[config.mk]
export PLATFORM = sky130hd
export DESIGN_NAME = z80_acc_flags
export DESIGN_NICKNAME = d
export VERILOG_FILES = /design/src/hw/z80_dp_pkg.sv /design/src/hw/z80_acc_flags.sv
export SDC_FILE = /design/constraint.sdc
export NUM_CORES = 1
export LEC_CHECK = 0
export ABC_CLOCK_PERIOD_IN_PS = 870
export BUFFER_PORTS_ARGS = -buffer_cell sky130_fd_sc_hd__buf_4
export CAP_MARGIN = 20
export CORE_MARGIN = 5
export CORE_UTILIZATION = 39
export DETAILED_ROUTE_END_ITERATION = 16
export PLACE_DENSITY = 0.86
export SYNTH_ARGS = -nofsm -noshare
export SYNTH_HDL_FRONTEND = slang
export SYNTH_SLANG_ARGS = --single-unit
[constraint.sdc]
create_clock -name clk -period 0.87 [get_ports clk]
set_input_delay 0.2175 -clock clk [delete_from_list [all_inputs] [get_ports clk]]
set_output_delay 0.2175 -clock clk [all_outputs]
set_load 0.05 [all_outputs]
[src/hw/z80_dp_pkg.sv]
package z80_dp_pkg;

  // --------------------
  // widths
  // --------------------

  // the datapath moves one byte at a time on the internal bus
  localparam int data_w = 8;
  // addresses are a full register pair wide
  localparam int addr_w = 16;

  typedef logic [data_w-1:0] byte_t;
  typedef logic [addr_w-1:0] word_t;

  // --------------------
  // selectors
  // --------------------

  // general registers in file order, so a pair is an even index and the one after it
  typedef enum logic [2:0] {
    REG_B = 3'd0,
    REG_C = 3'd1,
    REG_D = 3'd2,
    REG_E = 3'd3,
    REG_H = 3'd4,
    REG_L = 3'd5
  } reg_sel_t;

  // the pair code doubled gives the index of the high register
  typedef enum logic [1:0] {
    PAIR_BC = 2'd0,
    PAIR_DE = 2'd1,
    PAIR_HL = 2'd2
  } pair_sel_t;

  // exactly one of these owns the internal data bus in a cycle
  // DSRC_EXT takes the bus from the pins and keeps the output driver off
  typedef enum logic [2:0] {
    DSRC_EXT  = 3'd0,
    DSRC_REG  = 3'd1,
    DSRC_A    = 3'd2,
    DSRC_F    = 3'd3,
    DSRC_TEMP = 3'd4
  } data_src_t;

  typedef enum logic [2:0] {
    ALU_ADD    = 3'd0,
    ALU_ADC    = 3'd1,
    ALU_SUB    = 3'd2,
    ALU_SBC    = 3'd3,
    ALU_AND    = 3'd4,
    ALU_OR     = 3'd5,
    ALU_XOR    = 3'd6,
    ALU_PASS_B = 3'd7
  } alu_op_t;

  typedef enum logic [1:0] {
    CY_KEEP  = 2'd0,
    CY_SET   = 2'd1,
    CY_CLEAR = 2'd2
  } carry_cmd_t;

  typedef enum logic [1:0] {
    MAR_HOLD           = 2'd0,
    MAR_FROM_PAIR      = 2'd1,
    MAR_LOW_FROM_DATA  = 2'd2,
    MAR_HIGH_FROM_DATA = 2'd3
  } mar_ld_t;

  // --------------------
  // flag register
  // --------------------

  // Z80 layout of F, bit 7 down to bit 0
  // y and x are the undocumented copies of result bits 5 and 3, carried along untouched here
  typedef struct packed {
    logic s;
    logic z;
    logic y;
    logic h;
    logic x;
    logic pv;
    logic n;
    logic c;
  } flag_bits_t;

  // the bus sees F as one byte while the ALU and the carry override work on single bits
  typedef union packed {
    byte_t      word;
    flag_bits_t bits;
  } flags_t;

  // --------------------
  // control word
  // --------------------

  // one of these arrives every cycle from the control unit and acts at the next edge
  typedef struct packed {
    logic       ld_reg;
    reg_sel_t   ld_reg_sel;
    logic       ld_pair;
    pair_sel_t  pair_sel;
    data_src_t  data_src;
    reg_sel_t   rd_sel;
    logic       ld_a;
    logic       a_from_alu;
    logic       ld_f;
    carry_cmd_t carry_cmd;
    logic       ld_temp;
    logic       alu_b_temp;
    alu_op_t    alu_op;
    mar_ld_t    mar_ld;
    logic       addr_drive;
  } dp_ctrl_t;

endpackage

[src/hw/z80_acc_flags.sv]
`timescale 1ns/10ps

module z80_acc_flags import z80_dp_pkg::*; (
  input  logic     clk,
  input  logic     rst_n,
  input  dp_ctrl_t ctrl,
  input  byte_t    dbus,
  input  byte_t    alu_res,
  input  flags_t   alu_flags,
  output byte_t    acc,
  output flags_t   flags,
  output byte_t    temp
);

  // next value of F once the carry command has been laid over it
  flags_t f_next;
  logic   f_en;

  // --------------------
  // flag update
  // --------------------

  // start from the ALU flags on ld_f, otherwise from the current F
  // then the carry command has the last word on bit c only
  always_comb begin
    f_next = ctrl.ld_f ? alu_flags : flags;
    case (ctrl.carry_cmd)
      CY_SET:   f_next.bits.c = 1'b1;
      CY_CLEAR: f_next.bits.c = 1'b0;
      default:  f_next.bits.c = f_next.bits.c;
    endcase
  end

  // F is written either by an ALU flag load or by a carry command alone
  assign f_en = ctrl.ld_f || (ctrl.carry_cmd != CY_KEEP);

  // --------------------
  // storage
  // --------------------

  always_ff @(posedge clk or negedge rst_n) begin
    if (!rst_n) begin
      acc   <= '0;
      flags <= '0;
      temp  <= '0;
    end else begin
      // the ALU result reaches A directly, the bus is busy with the operand then
      if (ctrl.ld_a) begin
        acc <= ctrl.a_from_alu ? alu_res : dbus;
      end
      if (f_en) begin
        flags <= f_next;
      end
      // TEMP latches a bus byte for use as the ALU operand in a later cycle
      if (ctrl.ld_temp) begin
        temp <= dbus;
      end
    end
  end

  // a_from_alu only steers the A input, so on its own it would silently do nothing
  a_alu_only_with_load: assert property (
    @(posedge clk) disable iff (!rst_n)
    ctrl.a_from_alu |-> ctrl.ld_a
  );

endmodule

Yosys cells after proc, flatten, opt, wreduce, memory -nomap -nowiden --
Cells that the tools add are included.
Word-level totals: bits in registers 24, input bits 52, word-level logic and storage cells 14
Operators by class: eq/ne operators 2, multiplexer cells 3, reduce and logical (&&, ||, !) cells 5
Operator list (count):
- $mux W8 | 1
- $reduce_and A2 Y1 | 2
- $reduce_bool A3 Y1 | 1
- $eq A2 B1 Y1 const B | 1
- $eq A2 B2 Y1 const B | 1
- $pmux W1 S2 | 1
- $reduce_bool A2 Y1 | 1
- $logic_or A1 B1 Y1 | 1
- $mux W1 | 1

Logic depth before layout (Yosys ltp) --
word-level depth 3, mapped depth 5, gate-level depth less buffers 5

Worst setup path after synthesis --
OpenSTA, ideal clock, no wires.
path kind in2reg, start input port ctrl[8] (netlist name), end register flags[0] (netlist name), arrival 1.078 ns, data required time 0.745 ns, path slack -0.333 ns, cell stages on the path 4, buffers on the path 0, path through inv_1 -> ha_1 -> mux2_2 -> mux2_4
On the way: word-level cells in the longest chain between the ends 3, elaborated cells between the ends (all ways) 7
RTL lines:
- from (decl) | RTL line z80_acc_flags.sv:6 | input dp_ctrl_t ctrl,
- $eq A2 B2 Y1 (tied with other cells) | RTL line z80_acc_flags.sv:27 | case (ctrl.carry_cmd)
- $reduce_bool A3 Y1 (no source line) or $logic_or A1 B1 Y1 (tied branches)
- $reduce_and A2 Y1 (no source line)
- to (signal assigned) | RTL line z80_acc_flags.sv:52 | flags <= f_next;
- to (decl) | RTL line z80_acc_flags.sv:11 | output flags_t flags,
Parallel ways exist; a longest one is shown, timed or not. A chain may end at the register's enable or synchronous reset.

Final worst setup path --
start register temp[7], end output port temp[7]
RTL lines:
- from (decl) | RTL line z80_acc_flags.sv:12 | output byte_t temp
- from (signal assigned) | RTL line z80_acc_flags.sv:56 | temp <= dbus;
No word-level cell between the ends.

==> out/qor.csv <==
stage,metric,value,unit
worst_setup_path,critPathSlowestCell,dfrtp_2,
synth,synthFlopType,dfrtp_1,
worst_hold_path,hold_depth,2,
clocking,clock_latency,0.30,ns
worst_setup_path,r2r-start,temp[7]$_DFFE_PN0P_,
synth,synth_cell_types,13,
power_and_ir_drop,powerDensity,1740,nW/um^2
worst_setup_path,cp-end-kind,output pin,
worst_setup_path,critPathTopFamily,flip-flops,
worst_setup_path,worstSetupStartpointType,register,
floorplanning,die_h,61.9,um
route,vias,833,
sta,finalHoldViolCount,0,
synth,synth_common_cells,"dfrtp_1, mux2_2, nor2_1, a21oi_1, mux2i_1",
synth,synth_xor_area_frac,0,
synth,yosys_warnings,0,
power_and_ir_drop,switching_share,0.343,
sta,finalMaxSlewViolations,0,
sta,min_period,1.12,ns
worst_setup_path,worst-path-buf-inv,1,
status,violations,setup timing,
synth,synth-async-reset-ratio,1.00,
global_route,grt_pass1_vias,949,
placement,place_congestion,0.665,
route,drtIter0Drc,9,
sta,fin_ws,-0.250,ns
layout,syn_to_final_growth,68.1,%
worst_hold_path,min_to,flags[1]$_DFFE_PN0P_,
synth,yosysTopAreaCell,dfrtp_1,
synth,syn_area_per_cell,13.6,um^2
worst_hold_path,worstHoldStart,alu_flags[1],
floorplanning,die-width,61.9,um
power_and_ir_drop,max-vdd-ir-drop,1.59,mV
synth,yosys.cell_count.top_type,dfrtp_1,
worst_setup_path,critPathKind,register to output pin,
floorplanning,rows,18,
worst_setup_path,arrival,0.90,ns
worst_setup_path,path_max_fanout,2,
clocking,clk_path_buf_depth,2,
power_and_ir_drop,switchingPower,1.05,mW
layout,nNetsFinal,197,
global_route,gr-total-overflow,0,
worst_setup_path,cp.required,0.65,ns
worst_setup_path,critPathMaxStageDelay,0.44,ns
synth,syn-num-nets,132,
route,avgViaCountPerCell,4.87,
synth,synthAdderAreaFrac,0.0358,
layout,final_layout_size_suffix_gt1_frac,0.745,
floorplanning,pin_count,76,
power_and_ir_drop,p_leak,0.839,nW
sta,fin_crit_sh,1.29,
synth,syn_area,1050,um^2
clocking,clkSinkCount,24,
placement,numPortBuffers,55,
synth,syn_inst,77,
layout,diodes,0,
clocking,htree_levels,1,
synth,synth.top_cell.area_share,0.572,
sta,rsz0062_at_grt,true,
global_route,grt_max_degree,25,
clocking,clk_pin_slew,0.13,ns
route,ant_nets,0,
sta,final-setup-viol-count,28,
route,dr.pass1.iters,2,
placement,dp_hpwl,2070,um
synth,ys_ff_latch,24,
synth,yosysSeqAreaShare,0.572,
synth,synth_compound_area_frac,0.0560,
worst_hold_path,worst_hold_path_type,input port to register,
worst_setup_path,r2r_cells,2,
floorplanning,design.die.area,3830,um^2
route,wire_per_inst,15.9,um
floorplanning,coreArea,2520,um^2
worst_setup_path,r2r_end,temp[7]$_DFFE_PN0P_,
clocking,ctsRootBufferMaster,clkbuf_4,
synth,synthSimpleGateAreaFrac,0.0322,
clocking,cts_tree,built,
power_and_ir_drop,clock_power_share,0.189,
power_and_ir_drop,intPower,2.02,mW
synth,synthMuxAreaShare,0.262,
synth,synth_edf_count,0,
global_route,grt_pass1_wl,4280,um
sta,tightestPinTransition,0.308,ns
global_route,grt_usage,0.153,
sta,fin_skew,0,ns
layout,finalCoreUtilization,0.699,
sta,fmax,893,MHz
sta,max-slew-margin-rel,0.795,
worst_setup_path,ff2ff_setup_slack,-0.05,ns
worst_setup_path,critical_path.cell_chain,buf_6,
floorplanning,initial_utilization,0.416,
job,cap_violations,0,
synth,synth_area_leaders,"dfrtp_1, mux2_2, mux2i_1, a21oi_1, ha_1",
route,drt_wl_total,2720,um
power_and_ir_drop,power,3.07,mW
synth,synth_top_family_by_area,multiplexers,
route,drc,0,
global_route,antenna_found_initial,0,
power_and_ir_drop,seqPwrFrac,0.434,
power_and_ir_drop,combPwrFrac,0.377,
clocking,numCtsBuffers,3,
status,status,"complete, but fails checks",
-- per-stage QoR --
step           hold WS (ns)  worst slack (ns)  instances  area (um^2)  TNS (ns)
6_report              0.134            -0.250        171         1760     -5.83
5_1_grt               0.122            -0.290        171         1760     -6.80
4_1_cts               0.132            -0.248        169         1730     -5.91
3_5_place_dp          0.134            -0.439        159         1530    -0.596
3_3_place_gp          0.131            -0.416        159         1530    -0.497
2_1_floorplan       -0.0781            -0.257         77         1100    -0.743
-- cells in the final DEF, fill, tap and decap left out, types with 2 or more instances in the layout --
cell type   n
mux2i_1     8
mux2_4      5
clkbuf_4    3
buf_6      27
a21oi_1     8
buf_4      35
dfrtp_2    16
dfrtp_1     8
nor2_1      9
ha_1        2
mux2_2     12
-- timing repair --
item                                   4_1_cts  5_1_grt
setup endpoints to repair                   25       28
buffers inserted                             5        2
hold buffers                                 1        0
resized for setup                           29        6
pin swaps                                    1        0
endpoints found under the hold margin       24        0
-- flip-flops by register name, summed over array words and instances (netlist names) --
signal  flops
temp        8
flags       8
acc         8
-- worst max-delay path by stage --
stage | from | cells past startpoint | endpoint
floorplan | ctrl[8] | 4 | flags[0]$_DFFE_PN0P_
global placement | ctrl[8] | 5 | flags[0]$_DFFE_PN0P_
detailed placement | ctrl[8] | 5 | flags[0]$_DFFE_PN0P_
CTS | flags[1]$_DFFE_PN0P_ | 1 | flags[1]
global route | acc[2]$_DFFE_PN0P_ | 1 | acc[2]
finish | temp[7]$_DFFE_PN0P_ | 1 | temp[7]
-- cell families after synthesis --
family                   after synthesis
AO/OA/AOI/OAI                          9
buffers and inverters                  7
multiplexers                          25
AND/OR/NAND/NOR                        9
flip-flops                            24
adder cells (fa/ha/maj)                3
-- cell type report --
class                           instances  area, um^2
Sequential cell                        24         621
Inverter                                2        25.0
Multi-Input combinational cell         46         433
Fill cell                             171         758
Tap cell                               30        37.5
Clock buffer                            4        36.3
Timing Repair Buffer                   65         612
-- power by group through the flow --
| stage | sequential (mW) | clock [mW] | combinational (mW) |
|---|---|---|---|
| 6_report | 1.33 | 0.580 | 1.16 |
| 5_1_grt | 1.35 | 0.646 | 1.22 |
| 4_1_cts | 1.33 | 0.591 | 1.13 |
| 3_5_place_dp | 1.33 | 0 | 1.01 |
| 3_3_place_gp | 1.32 | 0 | 0.984 |
| 2_1_floorplan | 1.74 | 0 | 0.215 |
-- per-layer routing --
metal,global-route usage,vias to the layer above,routed length (um)
li1,-,392,-
met1,0.176,400,1050
met2,0.281,39,1390
met5,0,-,0
met3,0.0475,2,267
met4,0.0273,0,11
No activity file was read; power rests on OpenSTA's default activity.
