File: src/hw/z80_dp_pkg.sv
package z80_dp_pkg;

  // --------------------
  // widths
  // --------------------

  // the datapath moves one byte at a time on the internal bus
  localparam int data_w = 8;
  // addresses are a full register pair wide
  localparam int addr_w = 16;

  typedef logic [data_w-1:0] byte_t;
  typedef logic [addr_w-1:0] word_t;

  // --------------------
  // selectors
  // --------------------

  // general registers in file order, so a pair is an even index and the one after it
  typedef enum logic [2:0] {
    REG_B = 3'd0,
    REG_C = 3'd1,
    REG_D = 3'd2,
    REG_E = 3'd3,
    REG_H = 3'd4,
    REG_L = 3'd5
  } reg_sel_t;

  // the pair code doubled gives the index of the high register
  typedef enum logic [1:0] {
    PAIR_BC = 2'd0,
    PAIR_DE = 2'd1,
    PAIR_HL = 2'd2
  } pair_sel_t;

  // exactly one of these owns the internal data bus in a cycle
  // DSRC_EXT takes the bus from the pins and keeps the output driver off
  typedef enum logic [2:0] {
    DSRC_EXT  = 3'd0,
    DSRC_REG  = 3'd1,
    DSRC_A    = 3'd2,
    DSRC_F    = 3'd3,
    DSRC_TEMP = 3'd4
  } data_src_t;

  typedef enum logic [2:0] {
    ALU_ADD    = 3'd0,
    ALU_ADC    = 3'd1,
    ALU_SUB    = 3'd2,
    ALU_SBC    = 3'd3,
    ALU_AND    = 3'd4,
    ALU_OR     = 3'd5,
    ALU_XOR    = 3'd6,
    ALU_PASS_B = 3'd7
  } alu_op_t;

  typedef enum logic [1:0] {
    CY_KEEP  = 2'd0,
    CY_SET   = 2'd1,
    CY_CLEAR = 2'd2
  } carry_cmd_t;

  typedef enum logic [1:0] {
    MAR_HOLD           = 2'd0,
    MAR_FROM_PAIR      = 2'd1,
    MAR_LOW_FROM_DATA  = 2'd2,
    MAR_HIGH_FROM_DATA = 2'd3
  } mar_ld_t;

  // --------------------
  // flag register
  // --------------------

  // Z80 layout of F, bit 7 down to bit 0
  // y and x are the undocumented copies of result bits 5 and 3, carried along untouched here
  typedef struct packed {
    logic s;
    logic z;
    logic y;
    logic h;
    logic x;
    logic pv;
    logic n;
    logic c;
  } flag_bits_t;

  // the bus sees F as one byte while the ALU and the carry override work on single bits
  typedef union packed {
    byte_t      word;
    flag_bits_t bits;
  } flags_t;

  // --------------------
  // control word
  // --------------------

  // one of these arrives every cycle from the control unit and acts at the next edge
  typedef struct packed {
    logic       ld_reg;
    reg_sel_t   ld_reg_sel;
    logic       ld_pair;
    pair_sel_t  pair_sel;
    data_src_t  data_src;
    reg_sel_t   rd_sel;
    logic       ld_a;
    logic       a_from_alu;
    logic       ld_f;
    carry_cmd_t carry_cmd;
    logic       ld_temp;
    logic       alu_b_temp;
    alu_op_t    alu_op;
    mar_ld_t    mar_ld;
    logic       addr_drive;
  } dp_ctrl_t;

endpackage

File: src/hw/z80_regfile.sv
`timescale 1ns/10ps

module z80_regfile import z80_dp_pkg::*; (
  input  logic     clk,
  input  logic     rst_n,
  input  dp_ctrl_t ctrl,
  input  byte_t    dbus,
  input  word_t    mar_q,
  output byte_t    reg_byte,
  output word_t    reg_pair
);

  // B, C, D, E, H, L in index order 0 to 5
  byte_t gpr [6];

  // index of the high and low halves of the selected pair
  logic [2:0] pair_hi;
  logic [2:0] pair_lo;

  assign pair_hi = {ctrl.pair_sel, 1'b0};
  assign pair_lo = {ctrl.pair_sel, 1'b1};

  // --------------------
  // write side
  // --------------------

  // a byte load takes the data bus, a pair load takes the MAR
  // the high byte of the MAR lands in B, D or H
  always_ff @(posedge clk or negedge rst_n) begin
    if (!rst_n) begin
      for (int i = 0; i < 6; i++) begin
        gpr[i] <= '0;
      end
    end else begin
      for (int i = 0; i < 6; i++) begin
        if (ctrl.ld_reg && (ctrl.ld_reg_sel == 3'(i))) begin
          gpr[i] <= dbus;
        end else if (ctrl.ld_pair && (pair_hi == 3'(i))) begin
          gpr[i] <= mar_q[15:8];
        end else if (ctrl.ld_pair && (pair_lo == 3'(i))) begin
          gpr[i] <= mar_q[7:0];
        end
      end
    end
  end

  // --------------------
  // read side
  // --------------------

  // both reads are live every cycle, the bus selector decides whether the byte is used
  // codes past REG_L read as zero rather than off the end of the array
  always_comb begin
    reg_byte = '0;
    if (ctrl.rd_sel <= REG_L) begin
      reg_byte = gpr[ctrl.rd_sel];
    end
  end

  // the fourth pair code has no registers behind it
  always_comb begin
    reg_pair = '0;
    if (ctrl.pair_sel != 2'd3) begin
      reg_pair = {gpr[pair_hi], gpr[pair_lo]};
    end
  end

  // the byte and pair loads share write ports on the same registers
  // the control unit must never ask for both in one cycle
  a_no_byte_and_pair_load: assert property (
    @(posedge clk) disable iff (!rst_n)
    !(ctrl.ld_reg && ctrl.ld_pair)
  );

endmodule

File: config.mk
export PLATFORM = sky130hd
export DESIGN_NAME = z80_regfile
export DESIGN_NICKNAME = d
export VERILOG_FILES = /design/src/hw/z80_dp_pkg.sv /design/src/hw/z80_regfile.sv
export SDC_FILE = /design/constraint.sdc
export NUM_CORES = 1
export LEC_CHECK = 0
export ABC_AREA = 1
export ABC_CLOCK_PERIOD_IN_PS = 1200
export BUFFER_PORTS_ARGS = -buffer_cell sky130_fd_sc_hd__buf_4
export CORE_ASPECT_RATIO = 0.6
export CORE_MARGIN = 2
export CORE_UTILIZATION = 40
export CTS_CLUSTER_SIZE = 20
export DETAILED_ROUTE_END_ITERATION = 10
export GPL_TIMING_DRIVEN = 0
export PLACE_DENSITY_LB_ADDON = 0.25
export SKIP_LAST_GASP = 1
export SYNTH_ARGS = -nofsm -noshare
export SYNTH_HDL_FRONTEND = slang
export SYNTH_SLANG_ARGS = --single-unit
File: constraint.sdc
create_clock -name clk -period 1.2 [get_ports clk]
set_clock_uncertainty 0.15 [all_clocks]
set_input_delay 0.18 -clock clk [delete_from_list [all_inputs] [get_ports clk]]
set_output_delay 0.18 -clock clk [all_outputs]
set_load 0.02 [all_outputs]
# Word level (Yosys, flattened, before mapping)
# Index checks and enable logic that the tools add are counted.
# Widths: inputs -> output; s select.
totals:
  ff_bits: 48
  latchBits: 0
  mem_bits_rw: 0
  romBits: 0
  in_bits: 52
  out_inout_bits: 24
  elab_cells: 66
  n_memories: 0
op_classes:
  n_addsub: 0
  multipliers: 0
  div_mod_pow: 0
  order_cmp: 4
  eq_ne: 8
  shifts: 0
  mux: 24
  bitwise_logic: 3
  reduce_logical: 21
ops:
  columns: ["cell", "count"]
  rows:
  - ["$mux 8", 20]
  - ["$bmux 8 s3", 3]
  - ["$mux 16", 1]
  - ["$ge 4x4->1 const B", 3]
  - ["$not 3->4", 3]
  - ["$logic_and 1x1->1", 11]
  - ["$reduce_bool 2->1", 5]
  - ["$logic_not 3->1", 3]
  - ["$eq 3x2->1 const B", 2]
  - ["$eq 3x3->1 const B", 2]
  - ["$eq 3x1->1 const B", 1]
  - ["$le 3x3->1 const B", 1]
  - ["$reduce_bool 3->1", 1]
  - ["$eq 2x1->1 const B", 1]
  - ["$eq 2x2->1 const B", 1]
  - ["$logic_not 2->1", 1]
  - ["$ne 2x2->1 const B", 1]

# Longest topological paths before layout
logic_depth:
  word_depth: 5
  depth_mapped: 8

# Worst setup path after synthesis
# Ideal clock, no wire load.
synth_path:
  path_kind: "input-to-output"
  startpoint: "input ctrl[19] (netlist bit)"
  endpoint: "output reg_pair[10]"
  t_arrival_ns: 1.048
  t_required_ns: 0.870
  slack_ns: -0.178
  stages: 6
  path_cell_list: "inv_1 nand2_1 inv_1 clkbuf_1 nand2_1 o211ai_1"
synth_between:
  elab_chain_cells: 5
  elab_cells_between_ends: 6
  cone_classes: "1 x eq/ne; 4 x mux; 1 x bitwise"
synth_rtl:
  columns: ["item", "line", "text"]
  rows:
  - ["start: declaration", "z80_regfile.sv:6", "input dp_ctrl_t ctrl,"]
  - ["$not 3->4 (not written as such)", "z80_regfile.sv:64", "reg_pair = {gpr[pair_hi], gpr[pair_lo]};"]
  - ["$bmux 8 s3", "z80_regfile.sv:64", null]
  - ["$mux 8 (not written as such) (2 in series)", "z80_regfile.sv:64", null]
  - ["$mux 16 (*)", "z80_regfile.sv:63", "if (ctrl.pair_sel != 2'd3) begin"]
  - ["end: declaration", "z80_regfile.sv:10", "output word_t reg_pair"]
# Mark *: on every way between the ends. The rest lies on a longest branch, timed or not. The select of a mux whose other input is x is not followed.

# Final worst setup path
layout_path:
  startpoint: "register gpr[23] (netlist bit)"
  endpoint: "output reg_byte[7]"
layout_between:
  elab_chain_cells: 4
layout_rtl:
  columns: ["item", "line", "text"]
  rows:
  - ["start: declaration", "z80_regfile.sv:14", "byte_t gpr [6];"]
  - ["start signal: indexed assignment", "z80_regfile.sv:37", "gpr[i] <= dbus;"]
  - ["start signal: indexed assignment", "z80_regfile.sv:39", "gpr[i] <= mar_q[15:8];"]
  - ["start signal: indexed assignment", "z80_regfile.sv:41", "gpr[i] <= mar_q[7:0];"]
  - ["$bmux 8 s3", "z80_regfile.sv:56", "reg_byte = gpr[ctrl.rd_sel];"]
  - ["$mux 8 (not written as such) (2 in series)", "z80_regfile.sv:56", null]
  - ["$mux 8", "z80_regfile.sv:55", "if (ctrl.rd_sel <= REG_L) begin"]
  - ["end: declaration", "z80_regfile.sv:9", "output byte_t reg_byte,"]
# No other way between the ends. The select of a mux whose other input is x is not followed.

==> run_results.csv <==
group,metric,value,unit
status,status,"finished, violations left",
status,failed_checks,"hold timing, setup timing",
clocking,cts_buffers,5,
logic_synthesis,synthMuxAreaShare,0,%
routing,postRouteAntennaNets,0,
placed_design,port_buffers,55,
routing,drcViolationCount,0,
hold_path,hp-class,"input pin to flop",
global_route,overflow,0,
finish,layout.nets,722,
pwr,vdd_drop_max,589,uV
logic_synthesis,yosysSeqAreaShare,33.6,%
timing,hold_viol_final,1,
placed_design,routabilityCongestion,0.952,
finish,final-instance-count-excl-fill,783,
clocking,path_clk_slew,0.07,ns
global_route,use_met3,7.61,%
critical_path,crit_required,0.87,ns
logic_synthesis,syn-cell-area,0.00357,mm^2
pwr,powerDensity,1180,mW/mm^2
clocking,clock_latency,0.30,ns
floorplanning,placeableCoreArea,0.00859,mm^2
global_route,met1_usage,45.3,%
global_route,track_usage,28.0,%
finish,final_util,57.1,%
logic_synthesis,syn-num-nets,615,
finish,fin_area,0.00491,mm^2
floorplanning,core.rowCount,26,
routing,wl_per_cell,17.2,um
logic_synthesis,synth-compound-area-share,4.06,%
global_route,use_met2,36.3,%
finish,top_register,"gpr",
finish,reg.largest.list,"gpr (48)",
global_route,grt_max_degree,49,
logic_synthesis,synth_top_family_by_area,"simple AND/OR/NAND/NOR gates",
timing,slew_headroom,56.3,%
logic_synthesis,synth_seq_cells,48,
finish,syn2layout_area_growth,37.3,%
logic_synthesis,synthAdderAreaFrac,0,%
placed_design,dpl.hpwl,10100,um
floorplanning,die_w,126,um
logic_synthesis,yosysWarningCount,0,
pwr,power,5.81,mW
floorplanning,pin_count,76,
global_route,antenna_found_initial,0,
clocking,cts_sinks,48,
logic_synthesis,synth_xor_area_share,0,%
timing,finalCritPeriodShare,136,%
floorplanning,die_height,77.2,um
critical_path,crit_fanout,2,
critical_path,end_kind,"primary output",
logic_synthesis,synthCells,563,
timing,whs,-0.00569,ns
global_route,grt_pass1_vias,3857,
critical_path,path_class,"flop to primary output",
timing,tns,-8.06,ns
critical_path,critPathLaunchType,"flop",
floorplanning,dieArea,0.00973,mm^2
placed_design,dp_cells,730,
clocking,ctsLongestPathBuffers,2,
logic_synthesis,synth_cell_type_count,21,
pwr,leakagePower,2.69,nW
routing,wl,13500,um
timing,max_freq,0.611,GHz
placed_design,dpl-instance-area,0.00420,mm^2
routing,dr.pass1.iters,7,
logic_synthesis,avgSynthCellArea,6.35,um^2
routing,first_iter_violations,505,
clocking,clk_root_buffer_cell,"clkbuf_16",
timing,min_period,1.64,ns
clocking,cts_tree,"done",
timing,maxSlewViolCount,0,
timing,rsz0062_at_grt,"yes",
global_route,grt-busiest-layer,"met1",
routing,via_per_inst,5.42,
timing,layout_setup_ws,-0.436,ns
critical_path,worstPathArrival,1.31,ns
routing,num_vias,4247,
global_route,grt_pass1_wl,20900,um
floorplanning,start_util,41.6,%
clocking,cts_max_level,2,
logic_synthesis,synth_simple_gate_area_share,50.8,%
finish,diodes,0,
run,cap_viol_max_count,0,
finish,largest_register_ffs,48,
finish,drive_gt1_share,28.9,%
timing,worstMarginPinSlew,0.655,ns
timing,finalSetupViolations,32,
cell families after synthesis:
group                  after synthesis
AND/OR/NAND/NOR                    399
AO/OA/AOI/OAI                       21
buffers and inverters               95
flip-flops                          48
synthesized netlist by cell type:
library cell	n	area, um^2
nand2_1	249	935
buf_2	12	60.1
nand3_1	118	591
nand3_2	1	10.0
buf_4	2	15.0
nand2_4	5	56.3
nor2_8	2	40.0
nor2_4	2	22.5
buf_6	4	45.0
dfrtp_1	48	1200
inv_2	4	15.0
o21ai_0	5	25.0
o211ai_1	16	120
inv_4	2	12.5
nand3_4	2	35.0
nor2_2	1	6.26
buf_1	2	7.51
inv_1	65	244
nand2_2	3	18.8
clkbuf_1	4	15.0
nand4_1	16	100
power by group:
group	internal, mW	leakage, nW	switching [mW]	total [mW]
logic	0.931	2.03	1.20	2.14
clock network	0.770	0.0736	0.662	1.43
registers	1.92	0.587	0.317	2.24
worst max-delay path, stage by stage, from the launching register on:
cell and delay, ns:
dfrtp_1 0.43, inv_1 0.07, nand2_1 0.05, nand3_1 0.09, nand2_1 0.10, nand2_1 0.08
nand2_2 0.05, buf_6 0.12
metrics by stage:
| step | hold WS (ns) | setup WS (ns) |
|---|---|---|
| 2_1_floorplan | -0.266 | -0.0240 |
| 3_3_place_gp | 0.0871 | -0.349 |
| 3_5_place_dp | 0.0918 | -0.371 |
| 4_1_cts | 0.00185 | -0.388 |
| 5_1_grt | 0.0174 | -0.484 |
| 6_report | -0.00569 | -0.436 |
repair_timing:
action | in CTS | in global routing
gates resized for setup | 47 | 28
endpoints found under the hold margin | 56 | 0
setup endpoints to repair | 45 | 64
buffers inserted | 16 | 17
pin swaps | 23 | 25
hold buffers | 11 | 0
cloned | 2 | 1
worst paths after layout:
check,startpoint,end,slack (ns),depth (start not counted)
max,gpr[23],reg_byte[7],-0.44,7
max reg2reg,gpr[16],gpr[16],0.08,4
min in group asynchronous,rst_n,gpr[14],0.30,2
min reg2reg,gpr[39],gpr[39],0.33,2
max in group asynchronous,rst_n,gpr[21],0.12,2
min,mar_q[8],gpr[40],-0.006,3
cell type report:
cell class	count	area [um^2]
clock inverters	3	18.8
inverters	71	282
well taps	112	140
flip-flops and latches	48	1200
multi-input cells	420	2080
repair buffers	100	858
plain buffers	24	198
fillers	855	3680
clock buffers	5	125
cells in the final DEF (no fill, tap or decap), drive strengths merged:
| master | count |
|---|---|
| clkinv | 3 |
| buf | 107 |
| o211ai | 16 |
| dlygate4sd3 | 11 |
| clkinvlp | 2 |
| nand2 | 257 |
| dfrtp | 48 |
| nand3 | 121 |
| nor2 | 5 |
| nand4 | 16 |
| clkbuf | 11 |
| o21ai | 5 |
| inv | 69 |
routing by layer:
metal / vias up / share of wire (%)
met1: 1988 / 48
li1: 2016 / -
met4: 0 / 0.95
met3: 17 / 12
met2: 226 / 39
met5: - / 0
No activity file was read; power rests on OpenSTA's default activity.
