### src/hw/z80_dp_pkg.sv
package z80_dp_pkg;

  // --------------------
  // widths
  // --------------------

  // the datapath moves one byte at a time on the internal bus
  localparam int data_w = 8;
  // addresses are a full register pair wide
  localparam int addr_w = 16;

  typedef logic [data_w-1:0] byte_t;
  typedef logic [addr_w-1:0] word_t;

  // --------------------
  // selectors
  // --------------------

  // general registers in file order, so a pair is an even index and the one after it
  typedef enum logic [2:0] {
    REG_B = 3'd0,
    REG_C = 3'd1,
    REG_D = 3'd2,
    REG_E = 3'd3,
    REG_H = 3'd4,
    REG_L = 3'd5
  } reg_sel_t;

  // the pair code doubled gives the index of the high register
  typedef enum logic [1:0] {
    PAIR_BC = 2'd0,
    PAIR_DE = 2'd1,
    PAIR_HL = 2'd2
  } pair_sel_t;

  // exactly one of these owns the internal data bus in a cycle
  // DSRC_EXT takes the bus from the pins and keeps the output driver off
  typedef enum logic [2:0] {
    DSRC_EXT  = 3'd0,
    DSRC_REG  = 3'd1,
    DSRC_A    = 3'd2,
    DSRC_F    = 3'd3,
    DSRC_TEMP = 3'd4
  } data_src_t;

  typedef enum logic [2:0] {
    ALU_ADD    = 3'd0,
    ALU_ADC    = 3'd1,
    ALU_SUB    = 3'd2,
    ALU_SBC    = 3'd3,
    ALU_AND    = 3'd4,
    ALU_OR     = 3'd5,
    ALU_XOR    = 3'd6,
    ALU_PASS_B = 3'd7
  } alu_op_t;

  typedef enum logic [1:0] {
    CY_KEEP  = 2'd0,
    CY_SET   = 2'd1,
    CY_CLEAR = 2'd2
  } carry_cmd_t;

  typedef enum logic [1:0] {
    MAR_HOLD           = 2'd0,
    MAR_FROM_PAIR      = 2'd1,
    MAR_LOW_FROM_DATA  = 2'd2,
    MAR_HIGH_FROM_DATA = 2'd3
  } mar_ld_t;

  // --------------------
  // flag register
  // --------------------

  // Z80 layout of F, bit 7 down to bit 0
  // y and x are the undocumented copies of result bits 5 and 3, carried along untouched here
  typedef struct packed {
    logic s;
    logic z;
    logic y;
    logic h;
    logic x;
    logic pv;
    logic n;
    logic c;
  } flag_bits_t;

  // the bus sees F as one byte while the ALU and the carry override work on single bits
  typedef union packed {
    byte_t      word;
    flag_bits_t bits;
  } flags_t;

  // --------------------
  // control word
  // --------------------

  // one of these arrives every cycle from the control unit and acts at the next edge
  typedef struct packed {
    logic       ld_reg;
    reg_sel_t   ld_reg_sel;
    logic       ld_pair;
    pair_sel_t  pair_sel;
    data_src_t  data_src;
    reg_sel_t   rd_sel;
    logic       ld_a;
    logic       a_from_alu;
    logic       ld_f;
    carry_cmd_t carry_cmd;
    logic       ld_temp;
    logic       alu_b_temp;
    alu_op_t    alu_op;
    mar_ld_t    mar_ld;
    logic       addr_drive;
  } dp_ctrl_t;

endpackage

### src/hw/z80_bus_ctrl.sv
`timescale 1ns/10ps

module z80_bus_ctrl import z80_dp_pkg::*; (
  input  logic     clk,
  input  logic     rst_n,
  input  dp_ctrl_t ctrl,
  input  byte_t    data_in,
  input  byte_t    reg_byte,
  input  byte_t    acc,
  input  flags_t   flags,
  input  byte_t    temp,
  input  word_t    reg_pair,
  output byte_t    dbus,
  output word_t    mar_q,
  output byte_t    data_out,
  output logic     data_oe,
  output word_t    addr_out,
  output logic     addr_oe
);

  // --------------------
  // data bus
  // --------------------

  // one named source per cycle, so a plain mux replaces the tri-state bus
  // the pins feed the bus whenever nothing inside is driving it
  always_comb begin
    dbus    = data_in;
    data_oe = 1'b0;
    case (ctrl.data_src)
      DSRC_REG: begin
        dbus    = reg_byte;
        data_oe = 1'b1;
      end
      DSRC_A: begin
        dbus    = acc;
        data_oe = 1'b1;
      end
      DSRC_F: begin
        // F goes out as a whole byte
        dbus    = flags.word;
        data_oe = 1'b1;
      end
      DSRC_TEMP: begin
        dbus    = temp;
        data_oe = 1'b1;
      end
      default: begin
        dbus    = data_in;
        data_oe = 1'b0;
      end
    endcase
  end

  // the outside sees the internal bus, and data_oe says whether to believe it
  assign data_out = dbus;

  // --------------------
  // memory address register
  // --------------------

  // a whole pair loads in one edge, a byte from the bus takes two edges, low then high
  always_ff @(posedge clk or negedge rst_n) begin
    if (!rst_n) begin
      mar_q <= '0;
    end else begin
      case (ctrl.mar_ld)
        MAR_FROM_PAIR:      mar_q <= reg_pair;
        MAR_LOW_FROM_DATA:  mar_q <= {mar_q[15:8], dbus};
        MAR_HIGH_FROM_DATA: mar_q <= {dbus, mar_q[7:0]};
        default:            mar_q <= mar_q;
      endcase
    end
  end

  // only the MAR can reach the address pins
  assign addr_out = mar_q;
  assign addr_oe  = ctrl.addr_drive;

endmodule

### config.mk
export PLATFORM = sky130hd
export DESIGN_NAME = z80_bus_ctrl
export DESIGN_NICKNAME = d
export VERILOG_FILES = /design/src/hw/z80_dp_pkg.sv /design/src/hw/z80_bus_ctrl.sv
export SDC_FILE = /design/constraint.sdc
export NUM_CORES = 1
export LEC_CHECK = 0
export ABC_AREA = 0
export ABC_CLOCK_PERIOD_IN_PS = 2100
export BUFFER_PORTS_ARGS = -buffer_cell sky130_fd_sc_hd__buf_2
export CAP_MARGIN = 30
export CORE_AREA = 2 2 64 66
export CTS_BUF_LIST = sky130_fd_sc_hd__clkbuf_2 sky130_fd_sc_hd__clkbuf_4 sky130_fd_sc_hd__clkbuf_8
export CTS_CLUSTER_DIAMETER = 40
export DETAILED_ROUTE_END_ITERATION = 10
export DIE_AREA = 0 0 66 68
export GPL_TIMING_DRIVEN = 1
export PLACE_DENSITY = 0.9
export SLEW_MARGIN = 20
export SYNTH_ARGS = -nofsm -noshare
export SYNTH_HDL_FRONTEND = slang
export SYNTH_SLANG_ARGS = --single-unit
### constraint.sdc
create_clock -name clk -period 2.1 [get_ports clk]
set_input_delay 0.21 -clock clk [delete_from_list [all_inputs] [get_ports clk]]
set_output_delay 0.21 -clock clk [all_outputs]
set_load 0.03 [all_outputs]
==> After elaboration in Yosys (flattened, before gate mapping) <==
Cells that the tools add are included.
{ "word_totals": {"reg_bits": 16, "input_bits": 84, "out_inout_bits": 50, "word_cells": 19} }
{ "classes": {"n_eq_ne": 7, "n_mux": 3, "n_bitwise": 2, "reduce_logical": 5} }
{ "ops": {"columns": ["cell", "n"], "rows": [
  ["one-hot mux 16 bit (3 select lines)", 1],
  ["one-hot mux 8 bit (4 select lines)", 1],
  ["equality test 3 x 2 -> 1 bit (second input constant)", 2],
  ["equality test 2 bit (second input constant)", 2],
  ["AND reduction 2 bit", 2],
  ["nonzero test 2 bit", 2],
  ["OR reduction 4 bit", 1],
  ["equality test 3 x 1 -> 1 bit (second input constant)", 1],
  ["equality test 3 bit (second input constant)", 1],
  ["equality test 2 x 1 -> 1 bit (second input constant)", 1],
  ["NOT 1 bit", 2],
  ["2-to-1 mux 1 bit", 1]
]} }

==> Logic depth before layout (Yosys ltp) <==
Gate-level depths: netlist of the first run.
{ "depth": {"word_depth": 3, "mapped_depth": 8, "ltp_nobuf": 6} }

==> Worst setup path before layout of the first run <==
Ideal clock, no wire load.
{ "synth_path": {"kind": "input to output", "startpoint": "in ctrl[17] (netlist bit)", "endpoint": "out dbus[7]", "t_arrival_ps": 1381, "required_time_ps": 1890, "setup_slack_ps": 509, "stages": 7, "path_buffers": 3, "path_cell_list": "buf_6 buf_6 xor2_1 a221oi_2 o22ai_1 inv_1 buf_4"} }
{ "synth_via": {"elab_chain_len": 2, "elab_cells_between_ends": 5, "classes_between": "4 x eq/ne; 1 x mux"} }
{ "synth_rtl": {"columns": ["element", "line", "rtl"], "rows": [
  ["start, declared", "z80_bus_ctrl.sv:6", "input dp_ctrl_t ctrl,"],
  ["equality test 3 bit, or another cell as far along", "z80_bus_ctrl.sv:30", "case (ctrl.data_src)"],
  ["one-hot mux 8 bit (4 select lines) (*)", "z80_bus_ctrl.sv:30", null],
  ["end, declared", "z80_bus_ctrl.sv:13", "output byte_t dbus,"]
]} }
Every way passes the cells marked *; elsewhere a longest branch is shown, timed or not.

==> Worst setup path after layout of the first run <==
{ "layout_path": {"startpoint": "in ctrl[17] (netlist bit)", "endpoint": "out data_out[1]"} }
{ "layout_via": {"elab_chain_len": 2, "elab_cells_between_ends": 5, "classes_between": "4 x eq/ne; 1 x mux"} }
{ "layout_rtl": {"columns": ["element", "line", "rtl"], "rows": [
  ["equality test 3 bit, or another cell as far along", "z80_bus_ctrl.sv:30", null],
  ["one-hot mux 8 bit (4 select lines) (*)", "z80_bus_ctrl.sv:30", null],
  ["end, declared", "z80_bus_ctrl.sv:15", "output byte_t data_out,"]
]} }
Marks and branches as above.

==> qor.yml, run 1 <==
critical_path:
  slowest_delay_ps: 430
  worstPathMaxFanout: 21
  cp.arrival_ps: 1700
  critPathCaptureType: "output port"
  crit_path_cell_trace: "buf_2 -> nor2_4 -> xnor2_2 -> buf_4 -> o22a_2 -> buf_2"
  start_kind: "input port"
  slowest_stage: "xnor2_2"
  cpLargestDelayFamily: "buffers and inverters"
  critPathKind: "in2out"
  critPathRequiredTime_ps: 1890
  critPathBufInv: 3
  crit_top_cell: "buf_2"
run_status:
  status: "complete, no violations"
detailed_routing:
  antenna_left: 0
  vias: 1646
  wl_mm: 4.57
  routed_via_density: 5.34
  drtIter0Drc: 55
  routedWlPerCell_um: 14.8
  firstDrtPassIters: 4
  drc: 0
place:
  globalplace.congestion: 0.748
  placed_area_sq_um: 1950
  dp.cells: 304
  portBuffers: 111
  dp_hpwl_mm: 3.70
synth:
  syn_inst: 178
  syn_area_sq_um: 1590
  yosys.cell_types.count: 28
  synth_top_area_share_pct: 25.3
  yosys_register_bits: 16
  postSynthAreaPerCell_sq_um: 8.91
  synth_common_cells: "buf_4 (25), nor2b_1 (25), dfrtp_1 (16)"
  synth_ff_type: "dfrtp_1"
  async_reset_ff_share_pct: 100
  yosysSeqAreaShare_pct: 25.3
  yosysTopAreaCell: "dfrtp_1"
  netlist_top_cells_area: "dfrtp_1 (25%), buf_4 (12%), nor2b_1 (9.9%)"
  synth_nets: 265
  ys_warn_count: 0
  synth_edf_count: 0
global_routing:
  antenna_found_initial: 0
  grt_pass1_vias: 1515
  grt_pass1_wl_mm: 7.11
  grt.total_usage_pct: 20.4
  gr-total-overflow: 0
  grt_max_degree: 24
sta:
  post-route-period-util_pct: 90.8
  fin_tns_setup_ps: 0
  timing.fmax_mhz: 525
  fin_worst_skew_ps: 0
  final_max_slew_viol_count: 0
  relSlewSlack_pct: 62.4
  period_needed_ps: 1910
  hold_viol_final: 0
  finalSetupViolations: 0
  rsz0062_at_grt: "no"
  tightest_slew_ps: 563
final_layout:
  fill_cells: 382
  instances_no_fill: 308
  diodes: 0
  drive_gt1_share_pct: 49.6
  area_growth_pct: 26.0
  design_area_sq_um: 2000
  largest_reg_flops: 16
  nets: 347
die:
  core_area_sq_um: 3860
  ios: 134
  start_util_pct: 41.1
  dieArea_sq_um: 4490
  chipHeight_um: 68
  rows: 23
  dieWidth_um: 66
cts:
  cts_sinks: 16
  clock_tree.buffer_depth: 2
  h-tree-depth: 1
  root_buffer: "clkbuf_8"
  post_cts_buffers: 0
  cts.clk_slew.worst_paths_ps: 60
  clk_latency_ps: 250
  numCtsBuffers: 3
  cts_tree: "built"
power_and_ir_drop:
  ir_worst_vdd_v: 0.000470
  pwr_density_cell_nw_per_um2: 746
  power.leakage_nw: 0.932
hold_path:
  hold_path.class: "in2reg"
job:
  max_cap_violations: 0
[metal layers]
layer	track usage, %	wire [um]	vias to the layer above
met4	4.85	54	0
met2	35.7	2180	72
li1	-	-	802
met1	26.8	2000	764
met3	2.96	328	8
met5	0	0	-
[repair_timing]
item / 4_1_cts / 5_1_grt
hold endpoints to repair: 16 / 0
hold buffers: 1 / 0
gates resized for setup: 0 / 0
[final timing paths]
check,endpoint,startpoint,cells after the start,slack (ps)
max,data_out[1],ctrl[17],6,190
min,addr_out[4],reg_pair[4],3,240
max reg2reg,addr_out[15],addr_out[15],3,1150
min reg2reg,addr_out[7],addr_out[7],2,520
max in group asynchronous,addr_out[8],rst_n,2,1420
min in group asynchronous,addr_out[4],rst_n,2,410
[placed cells by master (no fill, tap or decap)]
| cell type | count |
|---|---|
| dlygate4sd3_1 | 1 |
| buf_2 | 111 |
| nand2b_1 | 9 |
| o22a_4 | 1 |
| o221ai_1 | 9 |
| nor3b_1 | 1 |
| a31oi_1 | 1 |
| nand2_1 | 10 |
| o221a_1 | 7 |
| buf_4 | 2 |
| dfrtp_1 | 16 |
| clkbuf_8 | 3 |
| o22a_2 | 6 |
| o22ai_1 | 8 |
| ha_1 | 3 |
| nand3b_1 | 2 |
| a32o_1 | 7 |
| xor2_1 | 1 |
| inv_1 | 6 |
| xnor2_2 | 1 |
| nor2_1 | 3 |
| nor2b_1 | 25 |
| a221oi_1 | 6 |
| a21oi_1 | 15 |
| a221oi_2 | 2 |
| nor2_4 | 1 |
| nor3b_2 | 1 |
[metrics by stage]
stage	utilization [%]	worst slack (ps)	total power [mW]	hold WS (ps)
global route	51.8	105	1.58	280
global placement	50.5	260	1.25	140
floorplan	-	509	1.11	-85.6
finish	51.8	194	1.49	243
detailed placement	50.5	236	1.27	151
CTS	51.8	235	1.50	240
[power breakdown]
group          total (mW)  switching [mW]  internal [mW]
Clock               0.228           0.101          0.127
Sequential          0.423          0.0548          0.368
Combinational       0.838           0.559          0.279
[worst min-delay path: cells and delay by family]
kind / cells / cell delay [ps]
AOI/OAI and AO/OA: 2 / 160
buffers and inverters: 1 / 70
[cell type report]
class	instances	area, sq um	area share (%)
inverter	6	22.5	1.13
clock buffer	3	41.3	2.07
multi-input combinational	119	890	44.5
tap	50	62.6	3.13
timing repair buffer	114	581	29.1
sequential	16	400	20.1
[kinds of logic (layout without fill, tap and decap cells)]
kind of cell / after synthesis / after routing / share of synthesized area, %
AOI/OAI and AO/OA: 62 / 62 / 32.8
xor gates and xnor gates: 2 / 2 / 1.58
adders and majority gates: 3 / 3 / 2.37
buffers and inverters: 43 / 123 / 18.6
DFF: 16 / 16 / 25.3
and+or+nand+nor: 52 / 52 / 19.4
(Power assumes the default switching activity.)
==> run 2, diff against run 1 <==
==> constraint.sdc (replaced) <==
create_clock -name clk -period 2.1 [get_ports clk]
set_input_delay 0.21 -clock clk [delete_from_list [all_inputs] [get_ports clk]]
set_output_delay 0.21 -clock clk [all_outputs]
set_load 0.005 [all_outputs]
==> run 2 against run 1 <==
  * Sequential share of layout area down 0.14 points
  * Non-clock buffer count unchanged
  * Largest power group unchanged
  * Critical path type unchanged
  * Final area rose by 0.69%
  * Clock skew unchanged
  * Routed wire length down 0.53%
  * Count of clock-buffer cells in the layout increased by 1
  * Total power is 18% lower
  * Highest routed layer unchanged
==> qor.yml, run 2 (same netlist as run 1, synthesis figures left out) <==
power_and_ir_drop:
  pwr_density_cell_nw_per_um2: 604
  power.leakage_nw: 0.940
  ir_worst_vdd_v: 0.000323
final_layout:
  drive_gt1_share_pct: 49.8
  final_cell_mix: "buf_2 (111), nor2b_1 (25), dfrtp_1 (16), a21oi_1 (15), nand2_1 (10)"
  layout_commonest_cell: "buf_2"
  finalCoreUtilization_pct: 52.1
  nets: 347
  diodes: 0
  largest_reg_flops: 16
  area_growth_pct: 26.8
hold_path:
  whs_endpoint: "addr_out[1]"
  hold_path.class: "in2reg"
  hold_start: "reg_pair[1]"
  hold_depth: 3
place:
  dp_hpwl_mm: 3.68
  globalplace.congestion: 0.761
  portBuffers: 111
detailed_routing:
  drtIter0Drc: 51
  wl_mm: 4.54
  drc: 0
  firstDrtPassIters: 4
  antenna_left: 0
  routed_via_density: 5.25
  vias: 1623
  routedWlPerCell_um: 14.7
sta:
  finalSetupViolations: 0
  period_needed_ps: 1820
  fin_tns_setup_ps: 0
  hold_viol_final: 0
  timing.hold.ws_ps: 246
  post-route-period-util_pct: 86.8
  tightest_slew_ps: 509
  fin_worst_skew_ps: 0
  relSlewSlack_pct: 66.0
  rsz0062_at_grt: "no"
  final_max_slew_viol_count: 0
  timing.fmax_mhz: 548
cts:
  numCtsBuffers: 3
  root_buffer: "clkbuf_8"
  cts.clk_slew.worst_paths_ps: 60
  clk_latency_ps: 250
  cts_tree: "built"
  clock_tree.buffer_depth: 2
  h-tree-depth: 1
  cts_sinks: 16
global_routing:
  grt_pass1_vias: 1495
  gr-total-overflow: 0
  grt_pass1_wl_mm: 7.00
  grt.total_usage_pct: 20.1
  grt_max_degree: 24
  antenna_found_initial: 0
critical_path:
  critPathRequiredTime_ps: 1890
  critPathCaptureType: "output port"
  crit_path_cell_trace: "buf_2 -> nor2b_1 -> a221oi_1 -> o22a_2 -> buf_2"
  r2r_slack_ps: 1130
  r2r-start: "addr_out[15]"
  worstPathMaxFanout: 23
  slowest_delay_ps: 470
  cp.arrival_ps: 1610
  r2r_end: "addr_out[15]"
  slowest_stage: "a221oi_1"
  crit_top_cell: "buf_2"
  start_kind: "input port"
  critPathKind: "in2out"
  rr_worst_depth: 3
die:
  core_area_sq_um: 3860
  rows: 23
  ios: 134
  start_util_pct: 41.1
  dieWidth_um: 66
  chipHeight_um: 68
  dieArea_sq_um: 4490
run_status:
  status: "complete, no violations"
job:
  max_cap_violations: 0
## run 2: worst max path at each step
stage / from / end / slack, ps
CTS: ctrl[18] / dbus[4] / 310
detailed placement: ctrl[18] / dbus[4] / 310
global placement: ctrl[18] / dbus[4] / 340
floorplan: ctrl[18] / dbus[7] / 750
global route: ctrl[18] / data_out[1] / 200
finish: ctrl[18] / dbus[4] / 280
## run 2: timing repair
| action | 4_1_cts | 5_1_grt |
|---|---|---|
| endpoints found under the setup margin | 0 | 0 |
| setup buffers | 0 | 0 |
| gates resized for setup | 0 | 0 |
| endpoints found under the hold margin | 16 | 0 |
| hold buffers | 1 | 0 |
## run 2: per-layer routing
metal / share of wire [%] / track usage [%]
met1: 45 / 25.9
met2: 47 / 36.1
met4: 0.59 / 3.32
met3: 7.8 / 3.45
met5: 0 / 0
## run 2: power breakdown
| group | leakage (nW) | switching [mW] | internal, mW |
|---|---|---|---|
| combinational | 0.727 | 0.245 | 0.272 |
| sequential | 0.184 | 0.0545 | 0.368 |
| clock | 0.0288 | 0.109 | 0.166 |
| total | 0.940 | 0.409 | 0.806 |
## run 2: area by class of cell
cell class / instances / area (sq um)
clock buffers: 4 / 55.1
repair buffers: 114 / 581
inverters: 6 / 22.5
multi-input cells: 119 / 890
fillers: 374 / 1850
well taps: 50 / 62.6
flip-flops and latches: 16 / 400
## run 2: metrics by stage
step / power, mW / instance area [sq um] / setup slack, ps / instances
final: 1.21 / 2010 / 276 / 309
after global routing: 1.30 / 2010 / 197 / 309
after CTS: 1.23 / 2010 / 310 / 309
after global placement: 0.930 / 1950 / 340 / 304
after detailed placement: 0.945 / 1950 / 313 / 304
after floorplan: 0.788 / 1590 / 748 / 178
## run 2: critical path, delay by kind of cell
family | cells | cell delay (ps)
buf+inv | 2 | 450
compound gates | 2 | 730
simple gates | 1 | 220
==> run 3, diff against run 2 <==
--- a/config.mk
+++ b/config.mk
@@ -6,7 +6,7 @@
 export NUM_CORES = 1
 export LEC_CHECK = 0
 export ABC_AREA = 0
-export ABC_CLOCK_PERIOD_IN_PS = 2100
+export ABC_CLOCK_PERIOD_IN_PS = 2200
 export BUFFER_PORTS_ARGS = -buffer_cell sky130_fd_sc_hd__buf_2
 export CAP_MARGIN = 30
 export CORE_AREA = 2 2 64 66
@@ -20,3 +20,4 @@
 export SYNTH_ARGS = -nofsm -noshare
 export SYNTH_HDL_FRONTEND = slang
 export SYNTH_SLANG_ARGS = --single-unit
+export TNS_END_PERCENT = 10
==> constraint.sdc (replaced) <==
create_clock -name clk -period 2.2 [get_ports clk]
set_input_delay 0.22 -clock clk [delete_from_list [all_inputs] [get_ports clk]]
set_output_delay 0.22 -clock clk [all_outputs]
set_load 0.005 [all_outputs]
==> run 3 against run 2 <==
  * Clock skew is the same
  * Final cell count stayed put
  * Combinational power shrank 4.8%
  * Register-to-register slack better by 90 ps
  * First-iteration DRC count grew 41%
  * Die area unchanged
  * Sequential power decreased by 5%
  * Final area stayed put
  * Via count grew 1.8%
  * Worst hold slack better by 9.3 ps
  * Largest cell class unchanged
  * Clock power down 5%
  * Total power is 4.8% lower
==> qor.yml, run 3 (same netlist as run 1, synthesis figures left out) <==
run_status:
  status: "complete, no violations"
die:
  dieArea_sq_um: 4490
  core_area_sq_um: 3860
  chipHeight_um: 68
  start_util_pct: 41.1
  rows: 23
  ios: 134
  dieWidth_um: 66
sta:
  hold_viol_final: 0
  fin_worst_skew_ps: 0
  rsz0062_at_grt: "no"
  fin_tns_setup_ps: 0
  timing.hold.ws_ps: 255
  timing.fmax_mhz: 534
  period_needed_ps: 1870
  final_max_slew_viol_count: 0
  tightest_slew_ps: 526
  finalSetupViolations: 0
  post-route-period-util_pct: 85.1
  relSlewSlack_pct: 64.8
cts:
  cts_sinks: 16
  clk_latency_ps: 240
  post_cts_buffers: 0
  root_buffer: "clkbuf_8"
  cts_tree: "built"
  cts.clk_slew.worst_paths_ps: 60
  numCtsBuffers: 3
  h-tree-depth: 1
  clock_tree.buffer_depth: 2
detailed_routing:
  antenna_left: 0
  firstDrtPassIters: 4
  routedWlPerCell_um: 14.6
  drtIter0Drc: 72
  drc: 0
  routed_via_density: 5.35
  wl_mm: 4.53
  vias: 1653
critical_path:
  rr_worst_depth: 3
  r2r-start: "addr_out[15]"
  critPathKind: "in2out"
  critPathCaptureType: "output port"
  slowest_stage: "a221oi_1"
  critPathRequiredTime_ps: 1980
  cp.arrival_ps: 1650
  worstPathMaxFanout: 23
  start_kind: "input port"
  r2r_slack_ps: 1220
  crit_top_cell: "buf_2"
  slowest_delay_ps: 490
  crit_path_start: "ctrl[18]"
  r2r_end: "addr_out[15]"
  crit_path_cell_trace: "buf_2 -> nor2b_1 -> a221oi_1 -> o22a_2 -> buf_2"
place:
  globalplace.congestion: 0.770
  portBuffers: 111
  dp_hpwl_mm: 3.70
power_and_ir_drop:
  power.leakage_nw: 0.940
  sw_frac_of_total_pct: 33.5
  combPwrFrac_pct: 42.6
  pwr_density_cell_nw_per_um2: 575
  power_frac_seq_pct: 34.9
  pwr-share-clk_pct: 22.5
  p_int_uw: 769
  p_sw_uw: 387
  ir_worst_vdd_v: 0.000278
  power.total_mw: 1.16
hold_path:
  hold_path.class: "in2reg"
  hold_depth: 3
  hold_start: "reg_pair[2]"
  whs_endpoint: "addr_out[2]"
global_routing:
  grt_pass1_wl_mm: 6.84
  grt_pass1_vias: 1477
  antenna_found_initial: 0
  gr-total-overflow: 0
  grt.total_usage_pct: 20.0
  grt_max_degree: 24
final_layout:
  largest_reg_flops: 16
  nets: 347
  final_cell_mix: "buf_2 (111), nor2b_1 (25), dfrtp_1 (16), a21oi_1 (15), nand2_1 (10)"
  drive_gt1_share_pct: 49.8
  layout_commonest_cell: "buf_2"
  area_growth_pct: 26.8
  diodes: 0
job:
  max_cap_violations: 0
==> run 3: cell counts in the layout (fill, tap and decap cells not counted) <==
Identical to the previous run, type by type.
==> run 3: area by class of cell <==
cell class | instances | area, sq um
clock buffers | 4 | 55.1
fillers | 373 | 1850
inverters | 6 | 22.5
multi-input cells | 119 | 890
flip-flops and latches | 16 | 400
well taps | 50 | 62.6
repair buffers | 114 | 581
==> run 3: worst max-delay path by stage <==
stage	to	cells past startpoint
floorplan	dbus[7]	7
global placement	dbus[4]	5
detailed placement	addr_out[12]	5
CTS	dbus[4]	5
global route	data_out[1]	5
finish	dbus[4]	5
==> run 3: critical path, delay by kind of cell <==
kind | cells | cell delay (ps)
buffers and inverters | 2 | 450
and+or+nand+nor | 1 | 210
AOI/OAI and AO/OA | 2 | 760
==> run 3: per-stage QoR <==
| step | util, % | area [sq um] | std cells | worst slack (ps) |
|---|---|---|---|---|
| finish | 52.1 | 2010 | 309 | 327 |
| global route | 52.1 | 2010 | 309 | 283 |
| CTS | 52.1 | 2010 | 309 | 382 |
| detailed placement | 50.5 | 1950 | 304 | 378 |
| global placement | 50.5 | 1950 | 304 | 418 |
| floorplan | - | 1590 | 178 | 828 |
==> run 3: metal layers <==
metal / up-vias / share of wire (%) / global-route usage, %
li1: 807 / - / -
met1: 742 / 42 / 26.3
met2: 90 / 46 / 31.8
met3: 14 / 9.2 / 4.28
met4: 0 / 3.0 / 8.42
met5: - / 0 / 0
==> run 3: timing repair <==
action                                  CTS  global route
endpoints found under the setup margin    0             0
resized for setup                         0             0
hold endpoints to repair                 16             0
hold buffers                              1             0
==> run 3: power by group through the flow <==
stage / clock network (mW) / logic (mW) / registers, mW
4_1_cts: 0.269 / 0.497 / 0.404
5_1_grt: 0.281 / 0.552 / 0.414
2_1_floorplan: 0 / 0.345 / 0.407
6_report: 0.261 / 0.492 / 0.403
3_3_place_gp: 0 / 0.483 / 0.404
3_5_place_dp: 0 / 0.495 / 0.407
